--- src/source/rv_params.svh ---
`ifndef RV_PARAMS_SVH
`define RV_PARAMS_SVH

// Data path and PC width
`define XLEN 32

// Architectural register address
`define REG_AW 5

// ROB tag width, 8 entries
// Tag 0 is never allocated and marks a ready operand
`define ROB_TW 3

`endif

--- src/source/rv_pkg.sv ---
`include "rv_params.svh"

package rv_pkg;

    // Only the opcodes this stage issues
    typedef enum logic [6:0] {
        op_lui   = 7'b0110111,
        op_auipc = 7'b0010111,
        op_br    = 7'b1100011,
        op_imm   = 7'b0010011,
        op_reg   = 7'b0110011
    } opcode_e;

    // Low 3 bits follow funct3, bit 3 is funct7[5] for SUB/SRA
    typedef enum logic [3:0] {
        alu_add = 4'b0000,
        alu_sll = 4'b0001,
        alu_xor = 4'b0100,
        alu_srl = 4'b0101,
        alu_or  = 4'b0110,
        alu_and = 4'b0111,
        alu_sub = 4'b1000,
        alu_sra = 4'b1101
    } alu_op_e;

    typedef enum logic [2:0] {
        beq  = 3'b000,
        bne  = 3'b001,
        slt  = 3'b010,  // Non-branch compares sit in the unused branch codes
        sltu = 3'b011,
        blt  = 3'b100,
        bge  = 3'b101,
        bltu = 3'b110,
        bgeu = 3'b111
    } cmp_op_e;

    typedef enum logic [1:0] {
        tgt_none = 2'd0,
        tgt_alu  = 2'd1,
        tgt_cmp  = 2'd2
    } target_e;

    typedef union packed {
        struct packed {
            logic [6:0]         funct7;
            logic [`REG_AW-1:0] rs2;
            logic [`REG_AW-1:0] rs1;
            logic [2:0]         funct3;
            logic [`REG_AW-1:0] rd;
            logic [6:0]         opcode;
        } r;
        struct packed {
            logic [11:0]        imm12;
            logic [`REG_AW-1:0] rs1;
            logic [2:0]         funct3;
            logic [`REG_AW-1:0] rd;
            logic [6:0]         opcode;
        } i;
    } instr_word_u;

endpackage
--- src/source/decode_issue_top.sv ---
`include "rv_params.svh"

module decode_issue_top (
    input  logic                clk,
    input  logic                rst_n_i,
    input  logic                flush_i,
    // Instruction queue
    input  rv_pkg::instr_word_u iq_instr_i,
    input  logic [`XLEN-1:0]    iq_pc_i,
    input  logic                iq_empty_i,
    output logic                iq_read_o,
    // Register file read
    output logic [`REG_AW-1:0]  rs1_o,
    output logic [`REG_AW-1:0]  rs2_o,
    input  logic [`XLEN-1:0]    rf_v1_i,
    input  logic [`ROB_TW-1:0]  rf_q1_i,
    input  logic [`XLEN-1:0]    rf_v2_i,
    input  logic [`ROB_TW-1:0]  rf_q2_i,
    // ROB
    input  logic                rob_rdy1_i,
    input  logic [`XLEN-1:0]    rob_val1_i,
    input  logic                rob_rdy2_i,
    input  logic [`XLEN-1:0]    rob_val2_i,
    input  logic [`ROB_TW-1:0]  rob_free_tag_i,
    input  logic                rob_full_i,
    output logic                rob_write_o,
    output logic [`XLEN-1:0]    rob_pc_o,
    output logic [`REG_AW-1:0]  rob_rd_o,
    output rv_pkg::opcode_e     rob_opcode_o,
    // Register file tag write
    output logic                tag_write_o,
    output logic [`REG_AW-1:0]  tag_rd_o,
    output logic [`ROB_TW-1:0]  tag_o,
    // ALU station
    input  logic                alu_full_i,
    output logic                alu_valid_o,
    output rv_pkg::alu_op_e     alu_op_o,
    output logic [`XLEN-1:0]    alu_v1_o,
    output logic [`ROB_TW-1:0]  alu_q1_o,
    output logic [`XLEN-1:0]    alu_v2_o,
    output logic [`ROB_TW-1:0]  alu_q2_o,
    output logic [`ROB_TW-1:0]  alu_tag_o,
    // Compare station
    input  logic                cmp_full_i,
    output logic                cmp_valid_o,
    output logic                cmp_br_o,
    output rv_pkg::cmp_op_e     cmp_op_o,
    output logic [`XLEN-1:0]    cmp_v1_o,
    output logic [`ROB_TW-1:0]  cmp_q1_o,
    output logic [`XLEN-1:0]    cmp_v2_o,
    output logic [`ROB_TW-1:0]  cmp_q2_o,
    output logic [`XLEN-1:0]    cmp_pc_o,
    output logic [`XLEN-1:0]    cmp_imm_o,
    output logic [`ROB_TW-1:0]  cmp_tag_o
);

    rv_pkg::opcode_e    dec_opcode;
    rv_pkg::target_e    dec_target;
    rv_pkg::alu_op_e    dec_alu_op;
    rv_pkg::cmp_op_e    dec_cmp_op;
    logic [`REG_AW-1:0] dec_rd;
    logic               use_rs2;
    logic               src1_pc;
    logic               src1_zero;
    logic [`XLEN-1:0]   dec_imm;
    logic [`XLEN-1:0]   dec_br_imm;
    logic               writes_rd;
    logic               accept;
    logic [`XLEN-1:0]   v1;
    logic [`ROB_TW-1:0] q1;
    logic [`XLEN-1:0]   v2;
    logic [`ROB_TW-1:0] q2;

    instr_decoder u_decoder (
        .instr_i(iq_instr_i), .pc_i(iq_pc_i),
        .opcode_o(dec_opcode), .target_o(dec_target),
        .alu_op_o(dec_alu_op), .cmp_op_o(dec_cmp_op),
        .rs1_o(rs1_o), .rs2_o(rs2_o), .rd_o(dec_rd),
        .use_rs2_o(use_rs2), .src1_pc_o(src1_pc), .src1_zero_o(src1_zero),
        .imm_o(dec_imm), .br_imm_o(dec_br_imm), .writes_rd_o(writes_rd)
    );

    operand_lookup u_lookup (
        .clk(clk), .rst_n_i(rst_n_i), .flush_i(flush_i),
        .accept_i(accept), .writes_rd_i(writes_rd), .rd_i(dec_rd),
        .rs1_i(rs1_o), .rs2_i(rs2_o), .new_tag_i(rob_free_tag_i),
        .rf_v1_i(rf_v1_i), .rf_q1_i(rf_q1_i), .rf_v2_i(rf_v2_i), .rf_q2_i(rf_q2_i),
        .rob_rdy1_i(rob_rdy1_i), .rob_val1_i(rob_val1_i),
        .rob_rdy2_i(rob_rdy2_i), .rob_val2_i(rob_val2_i),
        .v1_o(v1), .q1_o(q1), .v2_o(v2), .q2_o(q2)
    );

    issue_ctrl u_issue (
        .clk(clk), .rst_n_i(rst_n_i), .flush_i(flush_i),
        .iq_empty_i(iq_empty_i), .pc_i(iq_pc_i),
        .opcode_i(dec_opcode), .target_i(dec_target),
        .alu_op_i(dec_alu_op), .cmp_op_i(dec_cmp_op), .rd_i(dec_rd),
        .use_rs2_i(use_rs2), .src1_pc_i(src1_pc), .src1_zero_i(src1_zero),
        .imm_i(dec_imm), .br_imm_i(dec_br_imm), .writes_rd_i(writes_rd),
        .v1_i(v1), .q1_i(q1), .v2_i(v2), .q2_i(q2),
        .rob_free_tag_i(rob_free_tag_i), .rob_full_i(rob_full_i),
        .alu_full_i(alu_full_i), .cmp_full_i(cmp_full_i),
        .iq_read_o(iq_read_o), .accept_o(accept),
        .rob_write_o(rob_write_o), .rob_pc_o(rob_pc_o),
        .rob_rd_o(rob_rd_o), .rob_opcode_o(rob_opcode_o),
        .tag_write_o(tag_write_o), .tag_rd_o(tag_rd_o), .tag_o(tag_o),
        .alu_valid_o(alu_valid_o), .alu_op_o(alu_op_o),
        .alu_v1_o(alu_v1_o), .alu_q1_o(alu_q1_o),
        .alu_v2_o(alu_v2_o), .alu_q2_o(alu_q2_o), .alu_tag_o(alu_tag_o),
        .cmp_valid_o(cmp_valid_o), .cmp_br_o(cmp_br_o), .cmp_op_o(cmp_op_o),
        .cmp_v1_o(cmp_v1_o), .cmp_q1_o(cmp_q1_o),
        .cmp_v2_o(cmp_v2_o), .cmp_q2_o(cmp_q2_o),
        .cmp_pc_o(cmp_pc_o), .cmp_imm_o(cmp_imm_o), .cmp_tag_o(cmp_tag_o)
    );

endmodule

--- src/source/instr_decoder.sv ---
`include "rv_params.svh"

module instr_decoder (
    input  rv_pkg::instr_word_u instr_i,
    input  logic [`XLEN-1:0]    pc_i,
    output rv_pkg::opcode_e     opcode_o,
    output rv_pkg::target_e     target_o,
    output rv_pkg::alu_op_e     alu_op_o,
    output rv_pkg::cmp_op_e     cmp_op_o,
    output logic [`REG_AW-1:0]  rs1_o,
    output logic [`REG_AW-1:0]  rs2_o,
    output logic [`REG_AW-1:0]  rd_o,
    output logic                use_rs2_o,
    output logic                src1_pc_o,
    output logic                src1_zero_o,
    output logic [`XLEN-1:0]    imm_o,
    output logic [`XLEN-1:0]    br_imm_o,
    output logic                writes_rd_o
);

    logic [6:0]       opc;
    logic [2:0]       f3;
    logic [6:0]       f7;
    logic [`XLEN-1:0] i_imm;
    logic [`XLEN-1:0] u_imm;
    logic [`XLEN-1:0] b_imm;

    assign opc = instr_i.r.opcode;
    assign f3  = instr_i.r.funct3;
    assign f7  = instr_i.r.funct7;

    assign rs1_o = instr_i.r.rs1;
    assign rs2_o = instr_i.r.rs2;
    assign rd_o  = instr_i.r.rd;

    assign i_imm = {{(`XLEN-12){instr_i.i.imm12[11]}}, instr_i.i.imm12};
    assign u_imm = {instr_i.i.imm12, instr_i.i.rs1, instr_i.i.funct3, 12'h000};
    // B immediate is scattered over the funct7 and rd slots
    assign b_imm = {{(`XLEN-12){f7[6]}}, instr_i.r.rd[0], f7[5:0], instr_i.r.rd[4:1], 1'b0};

    assign opcode_o = rv_pkg::opcode_e'(opc);
    assign cmp_op_o = rv_pkg::cmp_op_e'(f3);

    always_comb begin
        target_o    = rv_pkg::tgt_none;
        alu_op_o    = rv_pkg::alu_add;
        use_rs2_o   = 1'b0;
        src1_pc_o   = 1'b0;
        src1_zero_o = 1'b0;
        imm_o       = i_imm;
        case (opc)
            rv_pkg::op_lui: begin
                target_o    = rv_pkg::tgt_alu;
                src1_zero_o = 1'b1;     // 0 + imm
                imm_o       = u_imm;
            end
            rv_pkg::op_auipc: begin
                target_o  = rv_pkg::tgt_alu;
                src1_pc_o = 1'b1;
                imm_o     = u_imm;
            end
            rv_pkg::op_br: begin
                use_rs2_o = 1'b1;
                if (f3[2:1] != 2'b01)   // 010/011 are not branches
                    target_o = rv_pkg::tgt_cmp;
            end
            rv_pkg::op_imm: begin
                if (f3[2:1] == 2'b01) begin
                    target_o = rv_pkg::tgt_cmp;
                end else begin
                    target_o = rv_pkg::tgt_alu;
                    alu_op_o = rv_pkg::alu_op_e'({f7[5] & (f3 == 3'b101), f3});
                end
            end
            rv_pkg::op_reg: begin
                use_rs2_o = 1'b1;
                if (f3[2:1] == 2'b01) begin
                    target_o = rv_pkg::tgt_cmp;
                end else begin
                    target_o = rv_pkg::tgt_alu;
                    alu_op_o = rv_pkg::alu_op_e'({f7[5] & (f3 == 3'b000 || f3 == 3'b101), f3});
                end
            end
            default: ;
        endcase
        // A misaligned fetch address can not hold a valid RV32I word
        if (pc_i[1:0] != 2'b00)
            target_o = rv_pkg::tgt_none;
    end

    assign br_imm_o = (opc == rv_pkg::op_br) ? b_imm : '0;

    assign writes_rd_o = (target_o != rv_pkg::tgt_none) && (opc != rv_pkg::op_br) &&
                         (instr_i.r.rd != '0);

endmodule

--- src/source/issue_ctrl.sv ---
`include "rv_params.svh"

module issue_ctrl (
    input  logic               clk,
    input  logic               rst_n_i,
    input  logic               flush_i,
    input  logic               iq_empty_i,
    input  logic [`XLEN-1:0]   pc_i,
    input  rv_pkg::opcode_e    opcode_i,
    input  rv_pkg::target_e    target_i,
    input  rv_pkg::alu_op_e    alu_op_i,
    input  rv_pkg::cmp_op_e    cmp_op_i,
    input  logic [`REG_AW-1:0] rd_i,
    input  logic               use_rs2_i,
    input  logic               src1_pc_i,
    input  logic               src1_zero_i,
    input  logic [`XLEN-1:0]   imm_i,
    input  logic [`XLEN-1:0]   br_imm_i,
    input  logic               writes_rd_i,
    input  logic [`XLEN-1:0]   v1_i,
    input  logic [`ROB_TW-1:0] q1_i,
    input  logic [`XLEN-1:0]   v2_i,
    input  logic [`ROB_TW-1:0] q2_i,
    input  logic [`ROB_TW-1:0] rob_free_tag_i,
    input  logic               rob_full_i,
    input  logic               alu_full_i,
    input  logic               cmp_full_i,
    output logic               iq_read_o,
    output logic               accept_o,
    output logic               rob_write_o,
    output logic [`XLEN-1:0]   rob_pc_o,
    output logic [`REG_AW-1:0] rob_rd_o,
    output rv_pkg::opcode_e    rob_opcode_o,
    output logic               tag_write_o,
    output logic [`REG_AW-1:0] tag_rd_o,
    output logic [`ROB_TW-1:0] tag_o,
    output logic               alu_valid_o,
    output rv_pkg::alu_op_e    alu_op_o,
    output logic [`XLEN-1:0]   alu_v1_o,
    output logic [`ROB_TW-1:0] alu_q1_o,
    output logic [`XLEN-1:0]   alu_v2_o,
    output logic [`ROB_TW-1:0] alu_q2_o,
    output logic [`ROB_TW-1:0] alu_tag_o,
    output logic               cmp_valid_o,
    output logic               cmp_br_o,
    output rv_pkg::cmp_op_e    cmp_op_o,
    output logic [`XLEN-1:0]   cmp_v1_o,
    output logic [`ROB_TW-1:0] cmp_q1_o,
    output logic [`XLEN-1:0]   cmp_v2_o,
    output logic [`ROB_TW-1:0] cmp_q2_o,
    output logic [`XLEN-1:0]   cmp_pc_o,
    output logic [`XLEN-1:0]   cmp_imm_o,
    output logic [`ROB_TW-1:0] cmp_tag_o
);

    logic               is_br;
    logic               to_alu;
    logic               to_cmp;
    logic               issuable;
    logic               stn_full;
    logic               discard;
    logic [`XLEN-1:0]   op1_v;
    logic [`ROB_TW-1:0] op1_q;
    logic [`XLEN-1:0]   op2_v;
    logic [`ROB_TW-1:0] op2_q;

    assign is_br    = (opcode_i == rv_pkg::op_br);
    assign to_alu   = (target_i == rv_pkg::tgt_alu);
    assign to_cmp   = (target_i == rv_pkg::tgt_cmp);
    assign issuable = (target_i != rv_pkg::tgt_none) && (writes_rd_i || is_br);
    assign stn_full = to_alu ? alu_full_i : cmp_full_i;

    assign accept_o = !iq_empty_i && !flush_i && issuable && !rob_full_i &&
                      (rob_free_tag_i != '0) && !stn_full;
    assign discard   = !iq_empty_i && !flush_i && !issuable;   // Unknown op or rd 0
    assign iq_read_o = accept_o || discard;

    always_comb begin
        op1_v = v1_i;
        op1_q = q1_i;
        if (src1_zero_i) begin
            op1_v = '0;
            op1_q = '0;
        end else if (src1_pc_i) begin
            op1_v = pc_i;
            op1_q = '0;
        end
    end

    assign op2_v = use_rs2_i ? v2_i : imm_i;
    assign op2_q = use_rs2_i ? q2_i : '0;

    always_ff @(posedge clk or negedge rst_n_i) begin
        if (!rst_n_i) begin
            rob_write_o <= 1'b0;
            tag_write_o <= 1'b0;
            alu_valid_o <= 1'b0;
            cmp_valid_o <= 1'b0;
        end else begin
            rob_write_o <= accept_o;
            tag_write_o <= accept_o && writes_rd_i;    // Branches leave the tags alone
            alu_valid_o <= accept_o && to_alu;
            cmp_valid_o <= accept_o && to_cmp;
        end
    end

    always_ff @(posedge clk) begin
        if (accept_o) begin
            rob_pc_o     <= pc_i;
            rob_rd_o     <= writes_rd_i ? rd_i : '0;
            rob_opcode_o <= opcode_i;
            tag_rd_o     <= rd_i;
            tag_o        <= rob_free_tag_i;
        end
        if (accept_o && to_alu) begin
            alu_op_o  <= alu_op_i;
            alu_v1_o  <= op1_v;
            alu_q1_o  <= op1_q;
            alu_v2_o  <= op2_v;
            alu_q2_o  <= op2_q;
            alu_tag_o <= rob_free_tag_i;
        end
        if (accept_o && to_cmp) begin
            cmp_br_o  <= is_br;
            cmp_op_o  <= cmp_op_i;
            cmp_v1_o  <= op1_v;
            cmp_q1_o  <= op1_q;
            cmp_v2_o  <= op2_v;
            cmp_q2_o  <= op2_q;
            cmp_pc_o  <= pc_i;
            cmp_imm_o <= br_imm_i;
            cmp_tag_o <= rob_free_tag_i;
        end
    end

endmodule

--- src/source/operand_lookup.sv ---
`include "rv_params.svh"

module operand_lookup (
    input  logic               clk,
    input  logic               rst_n_i,
    input  logic               flush_i,
    input  logic               accept_i,
    input  logic               writes_rd_i,
    input  logic [`REG_AW-1:0] rd_i,
    input  logic [`REG_AW-1:0] rs1_i,
    input  logic [`REG_AW-1:0] rs2_i,
    input  logic [`ROB_TW-1:0] new_tag_i,
    input  logic [`XLEN-1:0]   rf_v1_i,
    input  logic [`ROB_TW-1:0] rf_q1_i,
    input  logic [`XLEN-1:0]   rf_v2_i,
    input  logic [`ROB_TW-1:0] rf_q2_i,
    input  logic               rob_rdy1_i,
    input  logic [`XLEN-1:0]   rob_val1_i,
    input  logic               rob_rdy2_i,
    input  logic [`XLEN-1:0]   rob_val2_i,
    output logic [`XLEN-1:0]   v1_o,
    output logic [`ROB_TW-1:0] q1_o,
    output logic [`XLEN-1:0]   v2_o,
    output logic [`ROB_TW-1:0] q2_o
);

    // rd 0 here means nothing was issued last cycle
    logic [`REG_AW-1:0] last_rd;
    logic [`ROB_TW-1:0] last_tag;

    // Register file gets the new tag one cycle after issue
    always_ff @(posedge clk or negedge rst_n_i) begin
        if (!rst_n_i) begin
            last_rd  <= '0;
            last_tag <= '0;
        end else if (accept_i && writes_rd_i && !flush_i) begin
            last_rd  <= rd_i;
            last_tag <= new_tag_i;
        end else begin
            last_rd  <= '0;
        end
    end

    function automatic logic [`XLEN+`ROB_TW-1:0] resolve(
        input logic [`REG_AW-1:0] src,
        input logic [`XLEN-1:0]   rf_v,
        input logic [`ROB_TW-1:0] rf_q,
        input logic               rob_rdy,
        input logic [`XLEN-1:0]   rob_val
    );
        if (src != '0 && src == last_rd)
            return {{`XLEN{1'b0}}, last_tag};     // Wait on the previous issue
        else if (rf_q != '0 && rob_rdy)
            return {rob_val, {`ROB_TW{1'b0}}};    // Done but not committed
        else
            return {rf_v, rf_q};
    endfunction

    assign {v1_o, q1_o} = resolve(rs1_i, rf_v1_i, rf_q1_i, rob_rdy1_i, rob_val1_i);
    assign {v2_o, q2_o} = resolve(rs2_i, rf_v2_i, rf_q2_i, rob_rdy2_i, rob_val2_i);

endmodule

--- config.mk ---
export PLATFORM = sky130hd
export DESIGN_NAME = decode_issue_top
export DESIGN_NICKNAME = d
export VERILOG_FILES = /design/src/source/rv_pkg.sv /design/src/source/decode_issue_top.sv /design/src/source/instr_decoder.sv /design/src/source/issue_ctrl.sv /design/src/source/operand_lookup.sv
export VERILOG_INCLUDE_DIRS = /design/src /design/src/source
export SDC_FILE = /design/constraint.sdc
export NUM_CORES = 1
export LEC_CHECK = 0
export BUFFER_PORTS_ARGS = -buffer_cell sky130_fd_sc_hd__buf_2
export CAP_MARGIN = 20
export CORE_AREA = 10 10 185 187
export CTS_BUF_LIST = sky130_fd_sc_hd__clkbuf_8
export CTS_CLUSTER_DIAMETER = 80
export CTS_CLUSTER_SIZE = 20
export DETAILED_ROUTE_END_ITERATION = 7
export DIE_AREA = 0 0 195 197
export PLACE_DENSITY = 0.73
export SYNTH_ARGS = -nofsm -noshare
export SYNTH_HDL_FRONTEND = slang
export SYNTH_SLANG_ARGS = --single-unit
--- constraint.sdc ---
create_clock -name clk -period 1.6 [get_ports clk]
set_input_delay 0.16 -clock clk [delete_from_list [all_inputs] [get_ports clk]]
set_output_delay 0.16 -clock clk [all_outputs]
set_load 0.005 [all_outputs]
==> summary.txt <==
Power
  • Worst IR Drop VDD: just over 600 uV
  • Pwr Density: approximately 750 nW/um^2
  • Leakage Power: approximately 0.0065 uW

STA
  • Final Max Slew Viols: 0
  • Least-Margin Pin Slew: between 0.5 and 0.6 ns
  • Post-route worst setup slack: -0.276 ns
  • Final period utilization: 117%
  • Final setup vio count: roughly 140
  • Max_slew headroom: about three fifths
  • Fmax: roughly 530 MHz
  • Unrepaired setup endpoints after global routing: true
  • Final Hold Viols: 0
  • Setup Skew: around 0.024 ns
  • Fin crit period: approximately 1.9 ns

Yosys
  • Post-synthesis mux area share: 6.92%
  • Cells after Synth: 610
  • Yosys top cell area share: a little under three quarters
  • Post-synthesis simple-gate area fraction: about 8%
  • Largest family of logic cells by synthesized area: simple AND/OR/NAND/NOR gates
  • Seq/Total Area, Yosys: 74.3%
  • Mapped cell area: 10500 sq um
  • Synth area leaders: edfxtp_1 (71%), mux2i_1 (6.4%), dfrtp_1 (2.9%), buf_4 (2.5%), nand3b_1 (2.4%)
  • Yosys warnings: 0
  • Syn Area/Cell: 17.2 sq um
  • Area leader, netlist: edfxtp_1
  • Post-Synth XOR/XNOR Area: 0.751%
  • Synth Area in Adders: 0%
  • Synth cell types: 49
  • Post-synthesis register bit count: around 260
  • Post-Syn Nets: 820
  • Compound-gate portion of the synthesized area: roughly 6.1%

Layout
  • Most frequent cells in the layout: buf_2 (488), edfxtp_1 (250), buf_4 (94), mux2i_1 (65), dlygate4sd3_1 (63)
  • P&R area growth vs syn: 51.4%
  • Final core utilization: 52.2%
  • Layout Nets: 1462
  • Design area: ~16000 sq um
  • Ant. Diodes: 0
  • Most common cell after layout, fill and taps aside: buf_2
  • Share of cells above drive strength 1: 59.1%

Hold path
  • HP Class: input pin to flop

Setup path
  • Startpoint types: flop
  • R2R setup slack: -0.28 ns
  • Crit end category: flop
  • Critical-path top delay cell: dfrtp_1
  • Kind of critical path: flop to flop
  • CP peak stage delay: 0.43 ns
  • WP data required: about 1.9 ns
  • Crit-path max FO: 8
  • Critical-path cell list: xor2_1 -> nor4_2 -> o21ai_2 -> buf_4 -> nand2b_4 -> buf_16 -> o22ai_4
  • Crit path DAT: between 2 and 2.5 ns

Floorplan
  • CORE AREA: roughly 30000 sq um
  • # rows: 64
  • Top-Level Pins: approximately 500
  • Initial Util: 34.5%
  • Die width: just under 200 um
  • Die ar.: between 30000 and 40000 sq um
  • Die Y: between 150 and 200 um

Clocking
  • CTS sink cnt: around 260
  • CTS tree: built
  • Number of CTS-inserted buffers: 17
  • CTS max path bufs: 3
  • Worst-path clk slew: about 0.12 ns
  • H-tree Lvls: 1
  • Clock latency on the worst-skew pair: 0.54 ns
  • Clock root cell: clkbuf_8

Routing
  • WL/cell: ~25 um
  • Pre-antenna DRT Iters: 4
  • Initial drt markers: about 450
  • DRC errors left: 0
  • Via density: between 4 and 5
  • Vias: between 8000 and 9000
  • Final ANT Viol Nets: 0
  • Final WL: just over 40000 um

GRT
  • GR Util met1: 21.5%
  • Largest net degree at the start of global routing: between 50 and 60
  • First-pass GRT wire length: 58200 um
  • Global routing usage on met3: 6.62%
  • Most Used Layer, Global Route: met2
  • Total congestion overflow: 0
  • Vias in the first global route: between 8000 and 9000
  • GRT Util Overall: a little under 20%
  • Grt met2 use: a little over a third
  • Initial antenna violation count: 2

Status
  • Outcome: finished with violations
  • Failing checks: setup timing

Placement
  • Port Buffers: between 400 and 500
  • Routability cong.: roughly 0.86
  • Dpl cell area: 14300 sq um
  • DP HPWL: 31800 um

Flow run
  • Max cap viols: 0
## report_power, final
part	switching (uW)	total (uW)	leakage [uW]	internal [uW]
Combinational	628	1330	0.00400	698
Clock	2050	3070	0.000165	1020
Sequential	2.06	7520	0.00236	7510
Total	2680	11900	0.00653	9230
## timing repair
| item | CTS | global route |
|---|---|---|
| pin swaps | 11 | 9 |
| endpoints found under the setup margin | 161 | 151 |
| hold buffers | 63 | 0 |
| setup buffers | 11 | 5 |
| cloned | 1 | 1 |
| gates resized for setup | 63 | 39 |
| hold endpoints to repair | 189 | 0 |
## path summary, 6_finish.rpt
| path | startpoint | depth (start not counted) | endpoint |
|---|---|---|---|
| max | u_lookup.last_rd[4]$_DFF_PN0_ | 7 | u_issue.cmp_v2_o[28]$_DFFE_PP_ |
| max reg2reg | u_lookup.last_rd[4]$_DFF_PN0_ | 7 | u_issue.cmp_v2_o[28]$_DFFE_PP_ |
| min | iq_instr_i[13] | 2 | u_issue.cmp_op_o[1]$_DFFE_PP_ |
| max in group asynchronous | rst_n_i | 3 | u_lookup.last_rd[3]$_DFF_PN0_ |
| min reg2reg | u_lookup.last_tag[2]$_DFFE_PN0P_ | 1 | u_lookup.last_tag[2]$_DFFE_PN0P_ |
| min in group asynchronous | rst_n_i | 3 | u_issue.cmp_valid_o$_DFF_PN0_ |
## logic make-up (layout without fill, tap and decap cells)
logic type / count (synthesis) / count (layout)
flops: 262 / 262
simple gates: 131 / 131
xor+xnor: 9 / 9
mux: 71 / 71
buf+inv: 59 / 707
compound gates: 77 / 77
other cells: 1 / 1
## critical path, delay by kind of cell (launching register included)
kind | cells | cell delay [ns]
compound gates | 2 | 0.20
xor+xnor | 1 | 0.18
buf+inv | 2 | 0.34
flops | 1 | 0.43
simple gates | 2 | 0.48
## metal layers
layer | part of all wire [%] | routed length [um]
met4 | 2.2 | 879
met3 | 9.4 | 3800
met5 | 0.025 | 10
met2 | 53 | 21300
met1 | 36 | 14600
## cell type report
| cell class | instances | area, sq um |
|---|---|---|
| Clock buffer | 17 | 234 |
| Fill cell | 2518 | 14500 |
| Tap cell | 396 | 495 |
| Timing Repair Buffer | 682 | 4420 |
| Multi-Input combinational cell | 289 | 2890 |
| Clock inverter | 8 | 42.5 |
| Sequential cell | 262 | 7810 |
## stage by stage
step	setup TNS [ns]	worst slack [ns]	power, uW	cells	hold slack (ns)
4_1_cts	-25.06	-0.274	12000	1649	0.00335
3_3_place_gp	-112.04	-0.440	8710	1551	0.0530
6_report	-27.26	-0.276	11900	1654	0.0407
3_5_place_dp	-123.23	-0.444	8730	1551	0.0568
2_1_floorplan	-479.95	-2.28	8080	610	-0.136
5_1_grt	-37.74	-0.355	12300	1654	0.0204
## cells in the mapped netlist (all sizes together)
cell and n:
nor4bb 1, nand4 2, nand3b 34, nor2b 3, nor3b 1, a32o 1
nor3 6, conb 1, nor2 31, and3 2, nand2 10, o31ai 35
o22ai 19, dfrtp 12, or3 1, mux2 4, mux2i 67, nand2b 3
clkbuf 9, and4 1, or3b 3, xor2 5, o21ai 4, o41ai 1
xnor2 4, buf 50, and2 26, nand4b 1, a21oi 5, nand3 1
o2bb2ai 12, edfxtp 250, nor4 5
## registers in the layout (all words and copies together) (netlist names), 7 cells and up
signal,cells
u_issue.alu_v1_o,32
u_issue.alu_v2_o,32
u_issue.cmp_imm_o,12
u_issue.cmp_pc_o,32
u_issue.cmp_v1_o,32
u_issue.cmp_v2_o,32
u_issue.rob_opcode_o,7
u_issue.rob_pc_o,32
Note: power is estimated with default switching activity, not from simulation.
